## config.mk

```make
export PLATFORM = sky130hd
export DESIGN_NAME = mips_result_stage
export DESIGN_NICKNAME = d
export VERILOG_FILES = /design/src/verilog/mips_result_stage.sv
export VERILOG_INCLUDE_DIRS = /design/src /design/src/include
export SDC_FILE = /design/constraint.sdc
export NUM_CORES = 2
export LEC_CHECK = 0
export BUFFER_PORTS_ARGS = -buffer_cell sky130_fd_sc_hd__buf_2
export CAP_MARGIN = 30
export CORE_MARGIN = 4
export CORE_UTILIZATION = 25
export CTS_CLUSTER_SIZE = 8
export DETAILED_ROUTE_END_ITERATION = 8
export HOLD_SLACK_MARGIN = 0.05
export PLACE_DENSITY = 0.51
export SYNTH_ARGS = -nofsm -noshare
export SYNTH_HDL_FRONTEND = slang
export SYNTH_SLANG_ARGS = --single-unit
```

## constraint.sdc

```tcl
create_clock -name i_clk -period 3.42 [get_ports i_clk]
set_clock_uncertainty 0.2 [all_clocks]
set_input_delay 0.684 -clock i_clk [delete_from_list [all_inputs] [get_ports i_clk]]
set_output_delay 0.684 -clock i_clk [all_outputs]
set_load 0.03 [all_outputs]
```

## src/include/mips_defines.svh

```systemverilog
`ifndef MIPS_DEFINES_SVH
`define MIPS_DEFINES_SVH

// Datapath and instruction word width
`define MIPS_NB_DATA        32

// Register index width for 32 architectural registers
`define MIPS_NB_REG_ADDR    5

// Data memory size in words
`define MIPS_DMEM_DEPTH     64

// Word index into the data memory
`define MIPS_NB_DMEM_ADDR   6

`endif
```

## src/verilog/mips_result_stage.sv

```systemverilog
`timescale 1ns/1ps
`include "mips_defines.svh"

module mips_result_stage (
    input  logic                            i_clk,
    input  logic                            i_rst,
    input  logic [`MIPS_NB_DATA-1:0]        i_alu_result,
    input  logic [`MIPS_NB_DATA-1:0]        i_store_data,
    input  logic                            i_mem_read,
    input  logic                            i_mem_write,
    input  logic                            i_mem_to_reg,
    output logic [`MIPS_NB_DATA-1:0]        o_wb_data,
    output logic                            o_store_en,
    output logic [`MIPS_NB_DMEM_ADDR-1:0]   o_store_addr,
    output logic [`MIPS_NB_DATA-1:0]        o_store_data
);

    logic [`MIPS_NB_DATA-1:0]       dmem [`MIPS_DMEM_DEPTH];
    logic [`MIPS_NB_DMEM_ADDR-1:0]  word_addr;
    logic [`MIPS_NB_DATA-1:0]       load_data;

    // Byte address to word index
    assign word_addr = i_alu_result[`MIPS_NB_DMEM_ADDR+1:2];

    always_ff @(posedge i_clk) begin
        if (i_rst) begin
            for (int idx = 0; idx < `MIPS_DMEM_DEPTH; idx++) begin
                dmem[idx] <= '0;
            end
        end else if (i_mem_write) begin
            dmem[word_addr] <= i_store_data;
        end
    end

    assign load_data = i_mem_read ? dmem[word_addr] : '0;
    assign o_wb_data = i_mem_to_reg ? load_data : i_alu_result;

    assign o_store_en   = i_mem_write;
    assign o_store_addr = word_addr;
    assign o_store_data = i_store_data;

    // Decode must keep stores off while reset is applied
    assert property (@(posedge i_clk) i_rst |-> !i_mem_write);

endmodule

```

# ---- After elaboration in Yosys (flattened, before gate mapping)
# Memories as Yosys holds them, arrays and structs flattened.
# Cells that the tools add are included.
dict set report word_totals {
  reg_bits 0
  ram_bits 2048
  input_bits 69
  wordCells 12
  mem_count 1
}
dict set report classes {
  mux 10
  reduce_logical 1
}
# name words width read_ports rd_ports_with_merged_regs write_ports line
set mem_list {}
lappend mem_list {dmem 64 32 1 0 64 mips_result_stage.sv:18} ;# logic [`MIPS_NB_DATA-1:0] dmem [`MIPS_DMEM_DEPTH];
# operator n
set ops {}
lappend ops {{$mux 32} 3}
lappend ops {{$reduce_or 32->1} 1}
lappend ops {{$mux 1} 6}
lappend ops {{$mux 6} 1}

# ---- Depth between registers and ports, before layout
dict set report logic_depth {
  depth_word 5
  depth_mapped 11
  ltp_nobuf 7
}

# ---- Worst setup path after synthesis
# No wires, ideal clock.
dict set report synth_path {
  path_kind {input -> output}
  start {input port i_alu_result[4]}
  end {output port o_wb_data[27]}
  arrival_ns 2.812
  required_ns 2.536
  path_slack_ns -0.276
  cell_stages 10
  cell_sequence {buf_4 buf_4 inv_2 buf_2 nor2_1 clkbuf_1 a222oi_1 o22ai_1 a221oi_1 o21ai_0}
}
dict set report synth_via {
  elab_chain_cells 3
}
# element line
set synth_lines {}
lappend synth_lines {{from (decl)} mips_result_stage.sv:7} ;# input logic [`MIPS_NB_DATA-1:0] i_alu_result,
lappend synth_lines {{$mem_v2 64x32} -}
lappend synth_lines {{$mux 32} mips_result_stage.sv:35} ;# assign load_data = i_mem_read ? dmem[word_addr] : '0;
lappend synth_lines {{$mux 32} mips_result_stage.sv:36} ;# assign o_wb_data = i_mem_to_reg ? load_data : i_alu_result;
lappend synth_lines {{to (decl)} mips_result_stage.sv:12} ;# output logic [`MIPS_NB_DATA-1:0] o_wb_data,
# No other way between the ends.

# ---- Final worst setup path
dict set report layout_path {
  start {memory dmem[8][12] in the netlist's numbering}
  end {output port o_wb_data[12]}
}
dict set report layout_via {
  elab_chain_cells 3
}
# element line
set layout_lines {}
lappend layout_lines {{from (decl)} mips_result_stage.sv:18}
lappend layout_lines {{$mem_v2 64x32} -}
lappend layout_lines {{$mux 32} mips_result_stage.sv:35}
lappend layout_lines {{$mux 32} mips_result_stage.sv:36}
# No other way between the ends.

==> flow_summary.toml <==
[outcome]
status = "finished with violations"
violations = "negative setup slack"

[cells_and_area]
fin_nets = 8314
top_regs = "dmem (2048)"
final_area_um2 = 126400
layout-drive-gt1-share = 0.3380
utilization = 0.3399
mostFrequentLayoutCells = "and2_1 (2050), edfxtp_1 (2048), buf_4 (987), buf_12 (316), clkbuf_16 (307)"
largest_register = "dmem"
area_delta_synth_final_pct = 35.45
largest_reg_flops = 2048
mostFrequentLayoutCell = "and2_1"

[logic_synthesis]
synth_top_area_cell = "edfxtp_1"
yosysUniqueCellTypes = 64
synth_edf_count = 2048
yosys.area_share.adder = 0
netlist_area_um2 = 93330
synth_top_family_by_area = "simple AND/OR/NAND/NOR gates"
synthesis.nets = 7200
synth_compound_area_frac = 0.1137
synth-xor-area-share = 0
yosysWarnings = 0
muxShareOfSynthArea = 0.02624
syn_area_per_cell_um2 = 13.09
ys_top_cells_by_area = "edfxtp_1 (66%), and2_1 (14%), a221oi_1 (3.3%), a22oi_1 (3.2%), clkbuf_1 (2.3%)"
synthCells = 7131
synth-seq-cells = 2048
synth-simple-area-share = 0.1643
synth_top_area_frac = 0.6589
async_reset_ff_frac = 0
ys.flop_type = "edfxtp_1"
ys_seq_area_frac = 0.6589

[power]
max-vdd-ir-drop_mv = 0.4089
p_leak_uw = 0.04495
p_per_area_nw_per_um2 = 509.1

[sta]
fmax_mhz = 215.5
slew_headroom = 0.3859
period_needed_ns = 4.640
rsz0062_at_grt = "yes"
final.period_utilization = 1.357
timing.final.ws_setup_ns = -1.220
hold_viol_final = 0
setup_violations = 32
tightest_slew_ns = 0.9183
drv_slew = 0

[route]
routedWlPerCell_um = 34.36
via_count = 71430
first_pass_iters = 6
ant_nets = 0
vias_per_cell = 5.377
drc_errors = 0
drtIter0Drc = 11170
wl_um = 456400

[clocking]
cts_buffers = 299
cts_buffer_depth = 4
cts_tree = "built"
ctsRootBufferMaster = "clkbuf_16"
cts-htree-levels = 5
clk_pin_slew_ns = 0.05
cts.sinks = 2048

[global_route]
grt_remaining_overflow = 0
grt_start_max_net_pins = 65
grt_pass1_wl_um = 608300
antenna_found_initial = 60
grt_pass1_vias = 68600
grt_usage = 0.2301

[run]
maxCapViolations = 0

[critical_path]
cp-start-kind = "register"
path_class = "reg -> out"
crit_fanout = 1
critical_path_required_ns = 2.54
worstSetupEndpointType = "output port"
cp.arrival_ns = 3.76

[die]
fp.dieH_um = 619.0
ioPinCount = 140
die_area_um2 = 383200
start_util = 0.2509
fp.coreArea_um2 = 371900
rows = 224
die_w_um = 619.0

[placed_design]
port_buffers = 139
placed_area_um2 = 110600
hpwl_um = 301400
place_congestion = 1.011

[hold_path]
hold_path.class = "in -> reg"
## worst max-delay path: stages, from the launching register on
cell,delay [ns]
edfxtp_1,0.45
mux2_2,0.30
a221o_1,0.31
a222oi_1,0.66
o22ai_1,0.22
buf_4,0.20
nor3_4,0.36
buf_6,0.17
o2bb2ai_4,0.07
buf_6,0.16
## repair_timing
| action | CTS | global route |
|---|---|---|
| endpoints found under the hold margin | 2 | 0 |
| pin swaps | 186 | 176 |
| cloned | 21 | 0 |
| hold buffers | 1 | 0 |
| setup endpoints to repair | 32 | 32 |
| resized for setup | 859 | 324 |
| buffers inserted | 157 | 81 |
## per-layer routing
metal  track usage  vias to the layer above  part of all wire
met5             0                        -           0.00021
met4        0.1395                       14             0.071
met3       0.05986                     1053              0.11
met2        0.3461                     4815              0.44
met1        0.2961                    36880              0.38
li1              -                    28660                 -
## final cells by class
class	instances	area, µm²
fillers	36030	245500
flip-flops and latches	2048	61500
multi-input cells	4258	32920
repair buffers	1633	17680
clock buffers	313	7684
well taps	4972	6221
clock inverters	18	289.0
diodes	36	90.09
inverters	5	31.28
## path summary, 6_finish.rpt
kind                                 startpoint                         end  slack (ns)  cells after the start
worst max-delay path  dmem[8][12]$_SDFFCE_PN0P_               o_wb_data[12]       -1.22                      9
worst min-delay path           i_store_data[12]  dmem[30][12]$_SDFFCE_PN0P_        0.21                      3
## synthesized netlist by cell type (7+ instances only)
library cell  number
a2111oi_0          7
a21boi_0          12
a21oi_1          153
a221o_1           20
a221oi_1         354
a22o_1            43
a22oi_1          403
a31oi_1           13
and2_1          2051
buf_1            103
buf_2             94
buf_4             52
clkbuf_1         567
edfxtp_1        2048
mux2_2           109
mux2i_1          104
nand2_1           96
nand3_1           18
nor2_1           237
nor2b_1           21
nor3_1            67
nor4_1            14
o211ai_1           7
o21ai_0          134
o221ai_1          36
o22a_1            20
o22ai_1          144
o2bb2ai_1          9
o32a_1            13
o32ai_1           22
or2_2             64
## logic make-up after synthesis
family,Yosys count
AO/OA/AOI/OAI,1437
flip-flops,2048
AND/OR/NAND/NOR,2598
buffers and inverters,825
multiplexers,223
## stage by stage
stage,TNS [ns],std cells,total power (µW),hold slack (ns),worst slack [ns]
after floorplan,-0.06217,7131,32160,0.9432,-0.04849
after global placement,-78.89,12720,36600,0.8516,-2.239
after detailed placement,-78.74,12730,36660,0.8590,-2.050
after CTS,-24.58,13200,64040,0.2614,-1.214
after global routing,-27.59,13250,65750,0.2109,-1.242
final,-28.03,13280,64360,0.2145,-1.220
## report_power, final
part           leakage, µW  total (µW)  switching [µW]  internal [µW]
clock              0.00390       26700           10900          15800
combinational       0.0216        8290            5260           3030
sequential          0.0195       29400             472          28900
total               0.0449       64400           16600          47700
Power figures use the tool's default switching activity.
