[src/include/mips_defines.svh]
`ifndef MIPS_DEFINES_SVH
`define MIPS_DEFINES_SVH

// Datapath and instruction word width
`define MIPS_NB_DATA        32

// Register index width for 32 architectural registers
`define MIPS_NB_REG_ADDR    5

// Data memory size in words
`define MIPS_DMEM_DEPTH     64

// Word index into the data memory
`define MIPS_NB_DMEM_ADDR   6

`endif
[src/verilog/mips_pkg.sv]
`include "mips_defines.svh"

package mips_pkg;

    // R-type layout with the most significant field first
    typedef struct packed {
        logic [5:0]                     opcode;
        logic [`MIPS_NB_REG_ADDR-1:0]   rs;
        logic [`MIPS_NB_REG_ADDR-1:0]   rt;
        logic [`MIPS_NB_REG_ADDR-1:0]   rd;
        logic [`MIPS_NB_REG_ADDR-1:0]   shamt;
        logic [5:0]                     funct;
    } r_fields_t;

    // I-type layout
    typedef struct packed {
        logic [5:0]                     opcode;
        logic [`MIPS_NB_REG_ADDR-1:0]   rs;
        logic [`MIPS_NB_REG_ADDR-1:0]   rt;
        logic [15:0]                    imm;
    } i_fields_t;

    // Same word seen through both layouts
    typedef union packed {
        r_fields_t r;
        i_fields_t i;
    } instr_t;

    typedef enum logic [3:0] {
        ALU_ADD = 4'd0,
        ALU_SUB = 4'd1,
        ALU_AND = 4'd2,
        ALU_OR  = 4'd3,
        ALU_SLT = 4'd4,
        ALU_SLL = 4'd5
    } alu_op_t;

    // Opcodes
    localparam logic [5:0] OP_RTYPE = 6'h00;
    localparam logic [5:0] OP_BEQ   = 6'h04;
    localparam logic [5:0] OP_ADDI  = 6'h08;
    localparam logic [5:0] OP_ANDI  = 6'h0c;
    localparam logic [5:0] OP_ORI   = 6'h0d;
    localparam logic [5:0] OP_LW    = 6'h23;
    localparam logic [5:0] OP_SW    = 6'h2b;

    // Funct codes for R-type
    localparam logic [5:0] FN_SLL   = 6'h00;
    localparam logic [5:0] FN_ADD   = 6'h20;
    localparam logic [5:0] FN_SUB   = 6'h22;
    localparam logic [5:0] FN_AND   = 6'h24;
    localparam logic [5:0] FN_OR    = 6'h25;
    localparam logic [5:0] FN_SLT   = 6'h2a;

endpackage

[src/verilog/mips_execute_stage.sv]
`timescale 1ns/1ps
`include "mips_defines.svh"

module mips_execute_stage (
    input  logic [`MIPS_NB_DATA-1:0]        i_read_data_1,
    input  logic [`MIPS_NB_DATA-1:0]        i_read_data_2,
    input  logic [`MIPS_NB_DATA-1:0]        i_imm_ext,
    input  logic [`MIPS_NB_REG_ADDR-1:0]    i_shamt,
    input  logic                            i_alu_src,
    input  mips_pkg::alu_op_t               i_alu_op,
    input  logic                            i_branch,
    output logic [`MIPS_NB_DATA-1:0]        o_alu_result,
    output logic                            o_branch_taken
);

    logic [`MIPS_NB_DATA-1:0] operand_b;
    logic                     less_than;

    assign operand_b = i_alu_src ? i_imm_ext : i_read_data_2;

    // Signed compare for slt
    assign less_than = $signed(i_read_data_1) < $signed(operand_b);

    always_comb begin
        case (i_alu_op)
            mips_pkg::ALU_ADD: begin
                o_alu_result = i_read_data_1 + operand_b;
            end
            mips_pkg::ALU_SUB: begin
                o_alu_result = i_read_data_1 - operand_b;
            end
            mips_pkg::ALU_AND: begin
                o_alu_result = i_read_data_1 & operand_b;
            end
            mips_pkg::ALU_OR: begin
                o_alu_result = i_read_data_1 | operand_b;
            end
            mips_pkg::ALU_SLT: begin
                o_alu_result = {{(`MIPS_NB_DATA-1){1'b0}}, less_than};
            end
            mips_pkg::ALU_SLL: begin
                // Shifts rt, not the selected operand
                o_alu_result = i_read_data_2 << i_shamt;
            end
            default: begin
                o_alu_result = '0;
            end
        endcase
    end

    // beq with a branch level that arrives already qualified
    assign o_branch_taken = i_branch && (i_read_data_1 == i_read_data_2);

endmodule

[config.mk]
export PLATFORM = sky130hd
export DESIGN_NAME = mips_execute_stage
export DESIGN_NICKNAME = d
export VERILOG_FILES = /design/src/verilog/mips_pkg.sv /design/src/verilog/mips_execute_stage.sv
export VERILOG_INCLUDE_DIRS = /design/src /design/src/include
export SDC_FILE = /design/constraint.sdc
export NUM_CORES = 1
export LEC_CHECK = 0
export BUFFER_PORTS_ARGS = -buffer_cell sky130_fd_sc_hd__buf_2
export CORE_MARGIN = 3
export CORE_UTILIZATION = 64
export DETAILED_ROUTE_END_ITERATION = 10
export PLACE_DENSITY = 0.91
export SLEW_MARGIN = 10
export SYNTH_ARGS = -nofsm -noshare
export SYNTH_HDL_FRONTEND = slang
export SYNTH_SLANG_ARGS = --single-unit
[constraint.sdc]
create_clock -name vclk -period 18.45
set_clock_uncertainty 0.05 [all_clocks]
set_input_delay 5.535 -clock vclk [all_inputs]
set_output_delay 5.535 -clock vclk [all_outputs]
set_load 0.03 [all_outputs]
# --- Word-level counts from Yosys, hierarchy flattened ---
# Index checks and enable logic that the tools add are counted.
# Widths: inputs -> output; s select.
op_classes:
  n_eq_ne: 6
  addsub: 2
  muxes: 2
  n_reduce_logical: 2
  bitwise_logic: 2
  magnitude_cmp: 1
  n_shift: 1
ops:
  columns: ["op", "n"]
  rows:
  - ["$pmux 32 s6", 1]
  - ["$add 32x32->32", 1]
  - ["$and 32x32->32", 1]
  - ["$eq 32x32->1", 1]
  - ["$lt 32x32->1", 1]
  - ["$mux 32", 1]
  - ["$or 32x32->32", 1]
  - ["$shl 32x5->32", 1]
  - ["$sub 32x32->32", 1]
  - ["$eq 4x2->1 const B", 2]
  - ["$eq 4x3->1 const B", 2]
  - ["$eq 4x1->1 const B", 1]
  - ["$logic_not 4->1", 1]
  - ["$logic_and 1x1->1", 1]
word_totals:
  output_inout_bits: 33
  regBits: 0
  wordCells: 16
  in_bits: 107

# --- Logic depth before layout (Yosys ltp) ---
logic_depth:
  ltp_word: 3
  mapped_depth: 16
  mapped_depth_nobuf: 14

# --- Worst setup path before layout ---
# No wires, ideal clock.
synth_timing:
  path_type: "input port to output port"
  start: "input i_alu_src"
  end: "output o_alu_result[26]"
  n_path_buf: 2
  t_required_ns: 12.865
  path_slack_ns: 3.676
  t_arrival_ns: 9.189
  stages: 16
  path_cell_list: "clkbuf_1 buf_1 mux2i_1 inv_1 ha_1 inv_1 fa_1 nor2b_1 o21ai_0 a31oi_1 a31oi_1 a2111oi_0 o211ai_1 a211oi_1 xnor2_1 o211ai_1"
synth_via:
  elab_chain_len: 3
  elab_cells_between_ends: 6
  classes_between: "add/sub (2); mux (2); bitwise (2)"
synth_rtl:
  columns: ["item", "line_no", "rtl"]
  rows:
  - ["from (decl)", "mips_execute_stage.sv:9", "input logic i_alu_src,"]
  - ["$mux 32 (*)", "mips_execute_stage.sv:19", "assign operand_b = i_alu_src ? i_imm_ext : i_read_data_2;"]
  - ["$sub 32x32->32 (tied with other cells)", "mips_execute_stage.sv:30", "o_alu_result = i_read_data_1 - operand_b;"]
  - ["$pmux 32 s6 (*)", "mips_execute_stage.sv:25", "case (i_alu_op)"]
  - ["to (decl)", "mips_execute_stage.sv:12", "output logic [`MIPS_NB_DATA-1:0] o_alu_result,"]
# Mark *: on every way between the ends. The rest lies on a longest branch, timed or not.

# --- Final worst setup path ---
layout_timing:
  start: "input i_alu_src"
  end: "output o_alu_result[30]"
# The elaborated chain is that of the path after synthesis.

==> results.json <==
{
  "hold_ws_ps": 11470,
  "required_ps": 12860,
  "rsz0062_at_grt": "false",
  "met1_length_um": 10000,
  "maxCapViolations": 0,
  "p_leak_uw": 0.00369,
  "dr.pass1.iters": 8,
  "nClkBuffers": 0,
  "regArea_um2": 0,
  "wl_per_cell_um": 23.2,
  "port_buffers": 140,
  "crit_fanout": 32,
  "synth_cell_type_count": 69,
  "wirelength_um": 28800,
  "synth_area_leaders": "ha_1, mux2i_1, a21oi_1",
  "yosysTopAreaCell": "ha_1",
  "start_util_pct": 66.4,
  "areaGrowthSynthToFinish_pct": 9.61,
  "syn_inst": 1018,
  "avgSynthCellArea_um2": 6.83,
  "min_path_type": "in -> out",
  "mappedNetlistNets": 1228,
  "postPlaceCellArea_um2": 7620,
  "drv_slew": 0,
  "top_layer_used": "met4",
  "grt_overflow": 0,
  "synthTopCellsByCount": "ha_1, inv_1, nor2_1",
  "drc": 0,
  "drtIter0Drc": 1508,
  "grt_pass1_wl_um": 43100,
  "critPathKind": "in -> out",
  "die-area_um2": 12100,
  "tightest_slew_ps": 1090,
  "die_h_um": 110,
  "grt.total_usage_pct": 45.7,
  "rows": 37,
  "antenna_cells": 0,
  "vias": 8693,
  "seq_cells": 0,
  "antenna_found_initial": 0,
  "max_slew_margin_pct": 26.6,
  "crit_end": "o_alu_result[30]",
  "fmax_mhz": 64.3,
  "power_density_nw_per_um2": 36.1,
  "syn-cell-area_um2": 6950,
  "post-synth-top-count-cell": "ha_1",
  "grt_pass1_vias": 8059,
  "nets": 1314,
  "yosys_warnings": 0,
  "nFillCells": 892,
  "totalNegativeSetupSlack_ps": 0,
  "cp-start-kind": "input pin",
  "status": "finished clean",
  "ir_worst_vdd_mv": 0.0200,
  "dp_hpwl_um": 22700,
  "drt-vias-per-instance": 7.02,
  "io_pins": 140,
  "grt_max_degree": 49,
  "gp_congestion": 1.06,
  "endpoint_kind": "primary output",
  "setup_violations": 0,
  "fin_cells": 1238,
  "die_w_um": 110,
  "crit_start": "i_alu_src",
  "ctsHoldBuffers": 0,
  "arrival_ps": 9960,
  "drive_gt1_share_pct": 16.4,
  "ant_nets": 0,
  "core-area_um2": 10500,
  "timing_hold_violations_final": 0,
  "fin_crit_sh_pct": 84.3,
  "timing.final.crit_period_ps": 15550,
  "final_cell_area_um2": 7620,
  "dp.cells": 1238,
  "post-cts-setup-buffers": 0,
  "postCtsResizedCells": 0,
  "yosysSeqAreaShare_pct": 0,
  "met3_wirelength_um": 3800,
  "wl_met2_um": 12200,
  "synth_top_cell_area_share_pct": 18.2
}
worst min-delay path by stage:
stage	from	endpoint	slack (ps)	cells after the start
5_1_grt	i_branch	o_branch_taken	11490	4
2_1_floorplan	i_branch	o_branch_taken	11200	2
3_3_place_gp	i_branch	o_branch_taken	11470	4
6_report	i_branch	o_branch_taken	11470	4
3_5_place_dp	i_branch	o_branch_taken	11470	4
4_1_cts	i_branch	o_branch_taken	11460	4
per-layer routing:
layer / up-vias / GRT usage (%)
li1: 3901 / -
met1: 3805 / 54.7
met2: 772 / 73.4
met3: 215 / 10.0
met4: 0 / 29.6
met5: - / 0
final cells by class:
type	instances	area [um^2]	share of cell area [%]
repair buffers	144	731	9.59
inverters	98	368	4.83
multi-input cells	860	6350	83.3
well taps	136	170	2.23
logic make-up (layout without fill, tap and decap cells):
group / count (synthesis) / in the layout / share of synthesized area, %
AO/OA/AOI/OAI: 332 / 332 / 31.9
XOR/XNOR: 56 / 56 / 7.06
adder cells (fa/ha/maj): 103 / 103 / 18.8
buffers and inverters: 158 / 242 / 8.68
multiplexers: 93 / 93 / 15.5
AND/OR/NAND/NOR: 276 / 276 / 18.2
critical path: stages:
cell and delay, ps:
buf_2 80, buf_4 510, mux2i_1 210, inv_1 110
ha_1 180, inv_1 70, fa_1 430, nor2b_1 160
o21ai_0 280, a31oi_1 170, a31oi_1 700, a211oi_1 190
o32ai_1 450, o22ai_1 170, xnor2_1 190, o221ai_1 230
buf_2 260
through the flow:
| step | total power [uW] | setup slack (ps) | util (%) |
|---|---|---|---|
| floorplan | 182 | 3680 | - |
| global placement | 260 | 3230 | 72.8 |
| detailed placement | 262 | 3180 | 72.8 |
| CTS | 263 | 3150 | 72.8 |
| global route | 292 | 2740 | 72.8 |
| finish | 275 | 2900 | 72.8 |
placed cells by master (no fill, tap or decap), types with 5 or more instances in the layout:
cell,n
nand3_1,16
nand2_1,85
a211oi_1,20
buf_2,140
a21o_1,10
a31oi_1,13
o31ai_1,7
mux4_2,10
o21bai_1,10
a221oi_1,25
nand4_1,11
nor4_1,10
nor2b_1,12
ha_1,101
nand2b_1,5
nor2_1,89
xor2_1,9
nor3_1,21
mux2i_1,68
a21oi_1,88
inv_1,96
o21a_1,6
o211ai_1,16
o21ai_0,71
o221ai_1,16
or3_1,5
xnor2_1,47
mux2_2,15
report_power, final:
group,total (uW),leakage [uW],internal (uW),switching (uW)
Sequential,0,0,0,0
Combinational,275,0.00369,96.0,179
Clock,0,0,0,0
(Power assumes the default switching activity.)
