File: config.mk
export PLATFORM = sky130hd
export DESIGN_NAME = mips_decode_stage
export DESIGN_NICKNAME = d
export VERILOG_FILES = /design/src/verilog/mips_pkg.sv /design/src/verilog/mips_decode_stage.sv /design/src/verilog/mips_register_file.sv /design/src/verilog/mips_control.sv
export VERILOG_INCLUDE_DIRS = /design/src /design/src/include
export SDC_FILE = /design/constraint.sdc
export NUM_CORES = 2
export LEC_CHECK = 0
export BUFFER_PORTS_ARGS = -buffer_cell sky130_fd_sc_hd__clkbuf_2
export CORE_MARGIN = 1.5
export CORE_UTILIZATION = 40
export DETAILED_ROUTE_END_ITERATION = 7
export PLACE_DENSITY_LB_ADDON = 0.08
export SLEW_MARGIN = 20
export SYNTH_ARGS = -nofsm -noshare
export SYNTH_HDL_FRONTEND = slang
export SYNTH_SLANG_ARGS = --single-unit
File: constraint.sdc
create_clock -name i_clk -period 13.9 [get_ports i_clk]
set_input_delay 2.78 -clock i_clk [delete_from_list [all_inputs] [get_ports i_clk]]
set_output_delay 2.78 -clock i_clk [all_outputs]
set_load 0.05 [all_outputs]
File: src/include/mips_defines.svh
`ifndef MIPS_DEFINES_SVH
`define MIPS_DEFINES_SVH

// Datapath and instruction word width
`define MIPS_NB_DATA        32

// Register index width for 32 architectural registers
`define MIPS_NB_REG_ADDR    5

// Data memory size in words
`define MIPS_DMEM_DEPTH     64

// Word index into the data memory
`define MIPS_NB_DMEM_ADDR   6

`endif
File: src/verilog/mips_pkg.sv
`include "mips_defines.svh"

package mips_pkg;

    // R-type layout with the most significant field first
    typedef struct packed {
        logic [5:0]                     opcode;
        logic [`MIPS_NB_REG_ADDR-1:0]   rs;
        logic [`MIPS_NB_REG_ADDR-1:0]   rt;
        logic [`MIPS_NB_REG_ADDR-1:0]   rd;
        logic [`MIPS_NB_REG_ADDR-1:0]   shamt;
        logic [5:0]                     funct;
    } r_fields_t;

    // I-type layout
    typedef struct packed {
        logic [5:0]                     opcode;
        logic [`MIPS_NB_REG_ADDR-1:0]   rs;
        logic [`MIPS_NB_REG_ADDR-1:0]   rt;
        logic [15:0]                    imm;
    } i_fields_t;

    // Same word seen through both layouts
    typedef union packed {
        r_fields_t r;
        i_fields_t i;
    } instr_t;

    typedef enum logic [3:0] {
        ALU_ADD = 4'd0,
        ALU_SUB = 4'd1,
        ALU_AND = 4'd2,
        ALU_OR  = 4'd3,
        ALU_SLT = 4'd4,
        ALU_SLL = 4'd5
    } alu_op_t;

    // Opcodes
    localparam logic [5:0] OP_RTYPE = 6'h00;
    localparam logic [5:0] OP_BEQ   = 6'h04;
    localparam logic [5:0] OP_ADDI  = 6'h08;
    localparam logic [5:0] OP_ANDI  = 6'h0c;
    localparam logic [5:0] OP_ORI   = 6'h0d;
    localparam logic [5:0] OP_LW    = 6'h23;
    localparam logic [5:0] OP_SW    = 6'h2b;

    // Funct codes for R-type
    localparam logic [5:0] FN_SLL   = 6'h00;
    localparam logic [5:0] FN_ADD   = 6'h20;
    localparam logic [5:0] FN_SUB   = 6'h22;
    localparam logic [5:0] FN_AND   = 6'h24;
    localparam logic [5:0] FN_OR    = 6'h25;
    localparam logic [5:0] FN_SLT   = 6'h2a;

endpackage

File: src/verilog/mips_decode_stage.sv
`timescale 1ns/1ps
`include "mips_defines.svh"

module mips_decode_stage (
    input  logic                            i_clk,
    input  logic                            i_rst,
    input  logic                            i_instr_valid,
    input  mips_pkg::instr_t                i_instr,
    input  logic [`MIPS_NB_DATA-1:0]        i_write_data,
    output logic [`MIPS_NB_DATA-1:0]        o_read_data_1,
    output logic [`MIPS_NB_DATA-1:0]        o_read_data_2,
    output logic [`MIPS_NB_DATA-1:0]        o_imm_ext,
    output logic [`MIPS_NB_REG_ADDR-1:0]    o_shamt,
    output logic                            o_alu_src,
    output logic                            o_branch,
    output logic                            o_mem_read,
    output logic                            o_mem_write,
    output logic                            o_mem_to_reg,
    output mips_pkg::alu_op_t               o_alu_op,
    output logic                            o_wb_en,
    output logic [`MIPS_NB_REG_ADDR-1:0]    o_wb_addr,
    output logic                            o_illegal
);

    logic reg_write;
    logic reg_dst;
    logic branch;
    logic mem_read;
    logic mem_write;
    logic illegal;
    logic instr_ok;

    mips_control u_control (
        .i_opcode       (i_instr.r.opcode),
        .i_funct        (i_instr.r.funct),
        .o_reg_write    (reg_write),
        .o_reg_dst      (reg_dst),
        .o_alu_src      (o_alu_src),
        .o_branch       (branch),
        .o_mem_read     (mem_read),
        .o_mem_write    (mem_write),
        .o_mem_to_reg   (o_mem_to_reg),
        .o_illegal      (illegal),
        .o_alu_op       (o_alu_op)
    );

    // Only a valid, legal instruction may change state
    assign instr_ok    = i_instr_valid && !illegal;
    assign o_wb_en     = reg_write && instr_ok;
    assign o_mem_write = mem_write && instr_ok;
    assign o_mem_read  = mem_read && instr_ok;
    assign o_branch    = branch && instr_ok;
    assign o_illegal   = illegal && i_instr_valid;

    // rd for R-type, rt for I-type
    assign o_wb_addr = reg_dst ? i_instr.r.rd : i_instr.i.rt;
    assign o_shamt   = i_instr.r.shamt;

    // Sign extension applies to andi and ori as well
    assign o_imm_ext = {{(`MIPS_NB_DATA-16){i_instr.i.imm[15]}}, i_instr.i.imm};

    mips_register_file u_register_file (
        .i_clk          (i_clk),
        .i_rst          (i_rst),
        .i_write_en     (o_wb_en),
        .i_read_addr_1  (i_instr.r.rs),
        .i_read_addr_2  (i_instr.r.rt),
        .i_write_addr   (o_wb_addr),
        .i_write_data   (i_write_data),
        .o_read_data_1  (o_read_data_1),
        .o_read_data_2  (o_read_data_2)
    );

endmodule

File: src/verilog/mips_register_file.sv
`timescale 1ns/1ps
`include "mips_defines.svh"

module mips_register_file (
    input  logic                            i_clk,
    input  logic                            i_rst,
    input  logic                            i_write_en,
    input  logic [`MIPS_NB_REG_ADDR-1:0]    i_read_addr_1,
    input  logic [`MIPS_NB_REG_ADDR-1:0]    i_read_addr_2,
    input  logic [`MIPS_NB_REG_ADDR-1:0]    i_write_addr,
    input  logic [`MIPS_NB_DATA-1:0]        i_write_data,
    output logic [`MIPS_NB_DATA-1:0]        o_read_data_1,
    output logic [`MIPS_NB_DATA-1:0]        o_read_data_2
);

    localparam int NB_REGS = 1 << `MIPS_NB_REG_ADDR;

    logic [`MIPS_NB_DATA-1:0] regs [NB_REGS];

    always_ff @(posedge i_clk) begin
        if (i_rst) begin
            for (int idx = 0; idx < NB_REGS; idx++) begin
                regs[idx] <= '0;
            end
        end else if (i_write_en && (i_write_addr != '0)) begin
            // Writes to the hardwired index 0 are dropped
            regs[i_write_addr] <= i_write_data;
        end
    end

    // Asynchronous reads
    assign o_read_data_1 = regs[i_read_addr_1];
    assign o_read_data_2 = regs[i_read_addr_2];

    // Register 0 reads zero on both ports once out of reset
    assert property (@(posedge i_clk) disable iff (i_rst)
        ((i_read_addr_1 != '0) || (o_read_data_1 == '0)) &&
        ((i_read_addr_2 != '0) || (o_read_data_2 == '0)));

endmodule

File: src/verilog/mips_control.sv
`timescale 1ns/1ps

module mips_control (
    input  logic [5:0]          i_opcode,
    input  logic [5:0]          i_funct,
    output logic                o_reg_write,
    output logic                o_reg_dst,
    output logic                o_alu_src,
    output logic                o_branch,
    output logic                o_mem_read,
    output logic                o_mem_write,
    output logic                o_mem_to_reg,
    output logic                o_illegal,
    output mips_pkg::alu_op_t   o_alu_op
);

    always_comb begin
        // Defaults describe a no-op
        o_reg_write  = 1'b0;
        o_reg_dst    = 1'b0;
        o_alu_src    = 1'b0;
        o_branch     = 1'b0;
        o_mem_read   = 1'b0;
        o_mem_write  = 1'b0;
        o_mem_to_reg = 1'b0;
        o_illegal    = 1'b0;
        o_alu_op     = mips_pkg::ALU_ADD;

        case (i_opcode)
            mips_pkg::OP_RTYPE: begin
                o_reg_write = 1'b1;
                o_reg_dst   = 1'b1;
                case (i_funct)
                    mips_pkg::FN_ADD: o_alu_op = mips_pkg::ALU_ADD;
                    mips_pkg::FN_SUB: o_alu_op = mips_pkg::ALU_SUB;
                    mips_pkg::FN_AND: o_alu_op = mips_pkg::ALU_AND;
                    mips_pkg::FN_OR:  o_alu_op = mips_pkg::ALU_OR;
                    mips_pkg::FN_SLT: o_alu_op = mips_pkg::ALU_SLT;
                    mips_pkg::FN_SLL: o_alu_op = mips_pkg::ALU_SLL;
                    default: begin
                        o_reg_write = 1'b0;
                        o_illegal   = 1'b1;
                    end
                endcase
            end
            mips_pkg::OP_ADDI: begin
                o_reg_write = 1'b1;
                o_alu_src   = 1'b1;
            end
            mips_pkg::OP_ANDI: begin
                o_reg_write = 1'b1;
                o_alu_src   = 1'b1;
                o_alu_op    = mips_pkg::ALU_AND;
            end
            mips_pkg::OP_ORI: begin
                o_reg_write = 1'b1;
                o_alu_src   = 1'b1;
                o_alu_op    = mips_pkg::ALU_OR;
            end
            mips_pkg::OP_LW: begin
                o_reg_write  = 1'b1;
                o_alu_src    = 1'b1;
                o_mem_read   = 1'b1;
                o_mem_to_reg = 1'b1;
            end
            mips_pkg::OP_SW: begin
                o_alu_src   = 1'b1;
                o_mem_write = 1'b1;
            end
            mips_pkg::OP_BEQ: begin
                // Compare is done in execute; ALU result unused
                o_branch = 1'b1;
                o_alu_op = mips_pkg::ALU_SUB;
            end
            default: begin
                o_illegal = 1'b1;
            end
        endcase
    end

endmodule

# == Word level (Yosys, flattened, before mapping) ==
# Memories as Yosys holds them, arrays and structs flattened.
# Index checks and enable logic that the tools add are counted.
# word_totals
out_inout_bits,117
mem_bits_ro,0
mem_count,1
latchBits,0
register_bits,0
ramBits,1024
# classes
bitwise_logic,0
n_eq_ne,11
n_addsub,0
div,0
magnitude_cmp,0
mux,20
shift,0
multipliers,0
n_reduce_logical,16
# mem_list
memory,depth,word_bits,read_ports,rd_clocked_by_memory_dff,write_ports,line_no,rtl
u_register_file.regs,32,32,2,0,32,mips_register_file.sv:18,logic [`MIPS_NB_DATA-1:0] regs [NB_REGS];
# op_table
operator,n
"== test 6 bit, second input constant",7
two-way mux 32 bit,1
OR reduction 32 bit,1
"== test 6 x 4 -> 1 bit, second input constant",3
one-hot mux 4 bit (4 select lines),1
one-hot mux 3 bit (5 select lines),1
two-way mux 1 bit,13
zero test 6 bit,2
OR reduction 6 bit,2
two-way mux 5 bit,2
logical AND 1 bit,7
"== test 6 x 3 -> 1 bit, second input constant",1
nonzero test 5 bit,1
OR reduction 5 bit,1
one-hot mux 1 bit (2 select lines),2
OR reduction 4 bit,1
zero test 1 bit,1

# == Longest topological paths before layout ==
# logic_depth
ltp_word,13
mapped_depth,10
ltp_nobuf,6

# == Modules after synthesis ==
# A second synthesis with hierarchy kept.
# unflattened
cells_unflattened,4697
area_unflattened_um2,56545.5
# modules_own_cells
mod,instances,area_each_um2,cells_per_inst
mips_register_file,1,55888.6,4605
mips_decode_stage,1,375.4,47
mips_control,1,281.5,45

# == Least setup slack after synthesis ==
# OpenSTA, ideal clock, no wires.
# synth_path
path_kind,input to output
from,input i_instr[27] in the netlist's numbering
to,output o_alu_op[2]
cell_stages,5
path_slack_ns,5.011
n_path_buf,2
required_time_ns,11.120
t_arrival_ns,6.109
path_cell_list,nor3_4 nand2_2 clkbuf_1 clkbuf_1 a2111oi_0
# synth_between
elab_chain_cells,2
# synth_lines
element,line_no,rtl
start: declaration,mips_decode_stage.sv:8,"input mips_pkg::instr_t i_instr,"
== test 6 x 3 -> 1 bit (tied with other cells),mips_control.sv:29,case (i_opcode)
one-hot mux 4 bit (4 select lines) *,mips_control.sv:29,
end: declaration,mips_decode_stage.sv:19,"output mips_pkg::alu_op_t o_alu_op,"
# Mark *: on every way between the ends. The rest lies on a longest branch, timed or not.

# == Worst setup path in the final report ==
# layout_path
from,input i_instr[16] in the netlist's numbering
to,output o_read_data_2[10]
# layout_between
elab_chain_cells,1
# layout_lines
element,line_no,rtl
memory (32 x 32 bit),n/a,
end: declaration,mips_decode_stage.sv:11,"output logic [`MIPS_NB_DATA-1:0] o_read_data_2,"
# No other way between the ends.

==> results.sh <==
export IMPL_ys_warnings_count=0
export IMPL_io_pins=184
export IMPL_die_area_um2=140000
export IMPL_crit_buf_inv=4
export IMPL_dpl_cell_count=5928
export IMPL_p_comb_share_pct=13.6
export IMPL_cts_setup_buffers=0
export IMPL_synthSimpleGateAreaFrac_pct=14.0
export IMPL_cts_resized=0
export IMPL_syn_area_per_cell_um2=12.9
export IMPL_numCtsBuffers=119
export IMPL_endpoint_kind="output pin"
export IMPL_drtPass1Iterations=6
export IMPL_avgViaCountPerCell=6.39
export IMPL_ant_nets=0
export IMPL_totalPowerFinal_mw=7.68
export IMPL_critPathArrivalTime_ns=6.55
export IMPL_grt_max_degree=118
export IMPL_grt_use_total_pct=31.5
export IMPL_power_frac_seq_pct=47.4
export IMPL_grt_pass1_vias=38600
export IMPL_die_w_um=374
export IMPL_final_layout_size_suffix_gt1_share_pct=18.2
export IMPL_numClockSinks=1024
export IMPL_rows=135
export IMPL_top_regs="u_register_file.regs x1024"
export IMPL_antenna_found_initial=24
export IMPL_path_delay_family="buffers and inverters"
export IMPL_power_density_nw_per_um2=125
export IMPL_drv_cap=0
export IMPL_path_class="in2out"
export IMPL_post_synth_mux_area_share_pct=19.8
export IMPL_final_cells=6142
export IMPL_hold_buffers=0
export IMPL_root_buffer="clkbuf_16"
export IMPL_io_buffers=167
export IMPL_startpoint_type="input pin"
export IMPL_largest_reg_flops=1024
export IMPL_power_share_switching_pct=27.8
export IMPL_layout_commonest_cell="edfxtp_1"
export IMPL_cts_tree="yes"
export IMPL_ys_top_cells_by_area="edfxtp_1, mux4_2, mux2i_1"
export IMPL_overflow=0
export IMPL_post_dp_hpwl_um=123000
export IMPL_cp_slowest_stage_delay_ns=0.68
export IMPL_async_reset_ff_share_pct=0
export IMPL_cp_slowest_cell="buf_4"
export IMPL_status="completed"
export IMPL_synthXorXnorAreaFrac_pct=0
export IMPL_regMostFlops="u_register_file.regs"
export IMPL_pwr_share_clk_pct=39.0
export IMPL_synth_edf_count=1024
export IMPL_synth_top_family_by_area="multiplexers"
export IMPL_yosysSeqAreaShare_pct=55.8
export IMPL_grt_setup_unrepaired="no"
export IMPL_tightestPinTransition_ns=1.21
export IMPL_p_leak_nw=21.3
export IMPL_drt_iter0_drc=5067
export IMPL_vias=39300
export IMPL_final_max_slew_viol_count=0
export IMPL_drc=0
export IMPL_clockBufferDepth=3
export IMPL_yosys_area_top_type="edfxtp_1"
export IMPL_nets=4335
export IMPL_grt_first_pass_wirelength_um=309000
export IMPL_netlist_instances=4260
export IMPL_synth_seq_cells=1024
export IMPL_clk_pin_slew_ns=0.06
export IMPL_finalSetupTns_ns=0
export IMPL_utilization_pct=45.3
export IMPL_hold_viol_final=0
export IMPL_gp_congestion=0.822
export IMPL_syn2layout_area_growth_pct=11.7
export IMPL_worstPathRequired_ns=11.12
export IMPL_worstPathCellList="buf_8 -> buf_4 -> and2_4 -> buf_4 -> a22oi_1 -> nand3_1 -> nand4_1 -> clkbuf_2"
export IMPL_fmax_ghz=0.107
export IMPL_fin_crit_sh_pct=67.1
export IMPL_start_util_pct=40.5
export IMPL_post_drt_wl_per_cell_um=36.5
export IMPL_worst_hold_path_type="in2reg"
export IMPL_yosysUniqueCellTypes=61
export IMPL_max_slew_margin_rel_pct=19.1
export IMPL_final_cell_area_um2=61500
export IMPL_setup_violations=0
export IMPL_ys_dominant_reg_cell="edfxtp_1"
export IMPL_synth_compound_area_share_pct=6.79
export IMPL_synthAdderAreaFrac_pct=0
export IMPL_switchingPower_mw=2.13
export IMPL_p_int_mw=5.54
export IMPL_final_cell_mix="edfxtp_1, mux2i_1, nor2_1"
export IMPL_coreArea_um2=136000
export IMPL_post_dp_cell_area_um2=58000
export IMPL_die_h_um=374
export IMPL_irDropWorstVdd_mv=0.0973
export IMPL_cts_max_level=3
export IMPL_netlist_area_um2=55100
export IMPL_critPathMaxFanout=59
export IMPL_fin_crit_ns=9.33
export IMPL_synth_top_area_share_pct=55.8
export IMPL_totalWireLength_um=224000
export IMPL_cp_common_cell="buf_4"
[power by group through the flow]
stage / logic (mW) / registers [mW] / clock network [mW]
finish: 1.05 / 3.64 / 3.00
global route: 1.08 / 3.65 / 3.12
CTS: 1.04 / 3.63 / 3.02
detailed placement: 1.03 / 3.70 / 0
global placement: 1.04 / 3.69 / 0
floorplan: 0.659 / 3.67 / 0
[routing by layer]
| metal | up-vias | share of wire [%] | global-route usage, % | wire length [um] |
|---|---|---|---|---|
| met1 | 20400 | 41 | 43.2 | 91700 |
| li1 | 16200 | - | - | - |
| met2 | 2177 | 46 | 49.7 | 103000 |
| met3 | 466 | 9.3 | 6.28 | 20800 |
| met4 | 18 | 3.9 | 11.4 | 8790 |
| met5 | - | 0.052 | 0 | 117 |
[layout make-up]
class,count,area [um2]
clock buffers,156,3120
fillers,12200,74400
diodes,4,10.0
well taps,1781,2230
multi-input cells,2833,23100
clock inverters,54,458
inverters,6,23.8
flip-flops and latches,1024,30700
repair buffers,284,1850
[kinds of logic (layout without fill, tap and decap cells)]
| logic type | after synthesis | in the layout |
|---|---|---|
| DFF | 1024 | 1024 |
| other | 1 | 37 |
| and+or+nand+nor | 1537 | 1537 |
| AOI/OAI and AO/OA | 494 | 494 |
| muxes | 769 | 769 |
| buffers and inverters | 435 | 500 |
[stage by stage]
stage,hold slack (ns),worst slack [ns]
after floorplan,2.98,5.01
after global placement,3.30,4.67
after detailed placement,3.30,4.66
after CTS,2.50,4.63
after global routing,2.52,4.49
final,2.55,4.57
[cell usage after synthesis (all sizes together) (3+ instances only)]
cell type / number
inv: 6
o22ai: 3
nor4: 10
a2111oi: 15
a31oi: 8
a21o: 4
o2111ai: 9
clkbuf: 295
a21oi: 106
nand3: 136
nand2: 184
or3: 6
nand2b: 9
a32oi: 64
o211ai: 4
nor2b: 207
nor2: 531
a211o: 3
mux2i: 513
edfxtp: 1024
and2: 292
or4: 3
or2: 8
buf: 134
o21ai: 30
nand4: 70
nor3: 12
o31ai: 11
a22oi: 226
mux4: 256
and3: 63
[worst paths after layout]
| kind | endpoint | cells after the start | startpoint |
|---|---|---|---|
| setup / recovery | o_read_data_2[10] | 8 | i_instr[16] |
| hold / removal | u_register_file.regs[0][18] | 1 | i_rst |
Note: power is estimated with default switching activity, not from simulation.
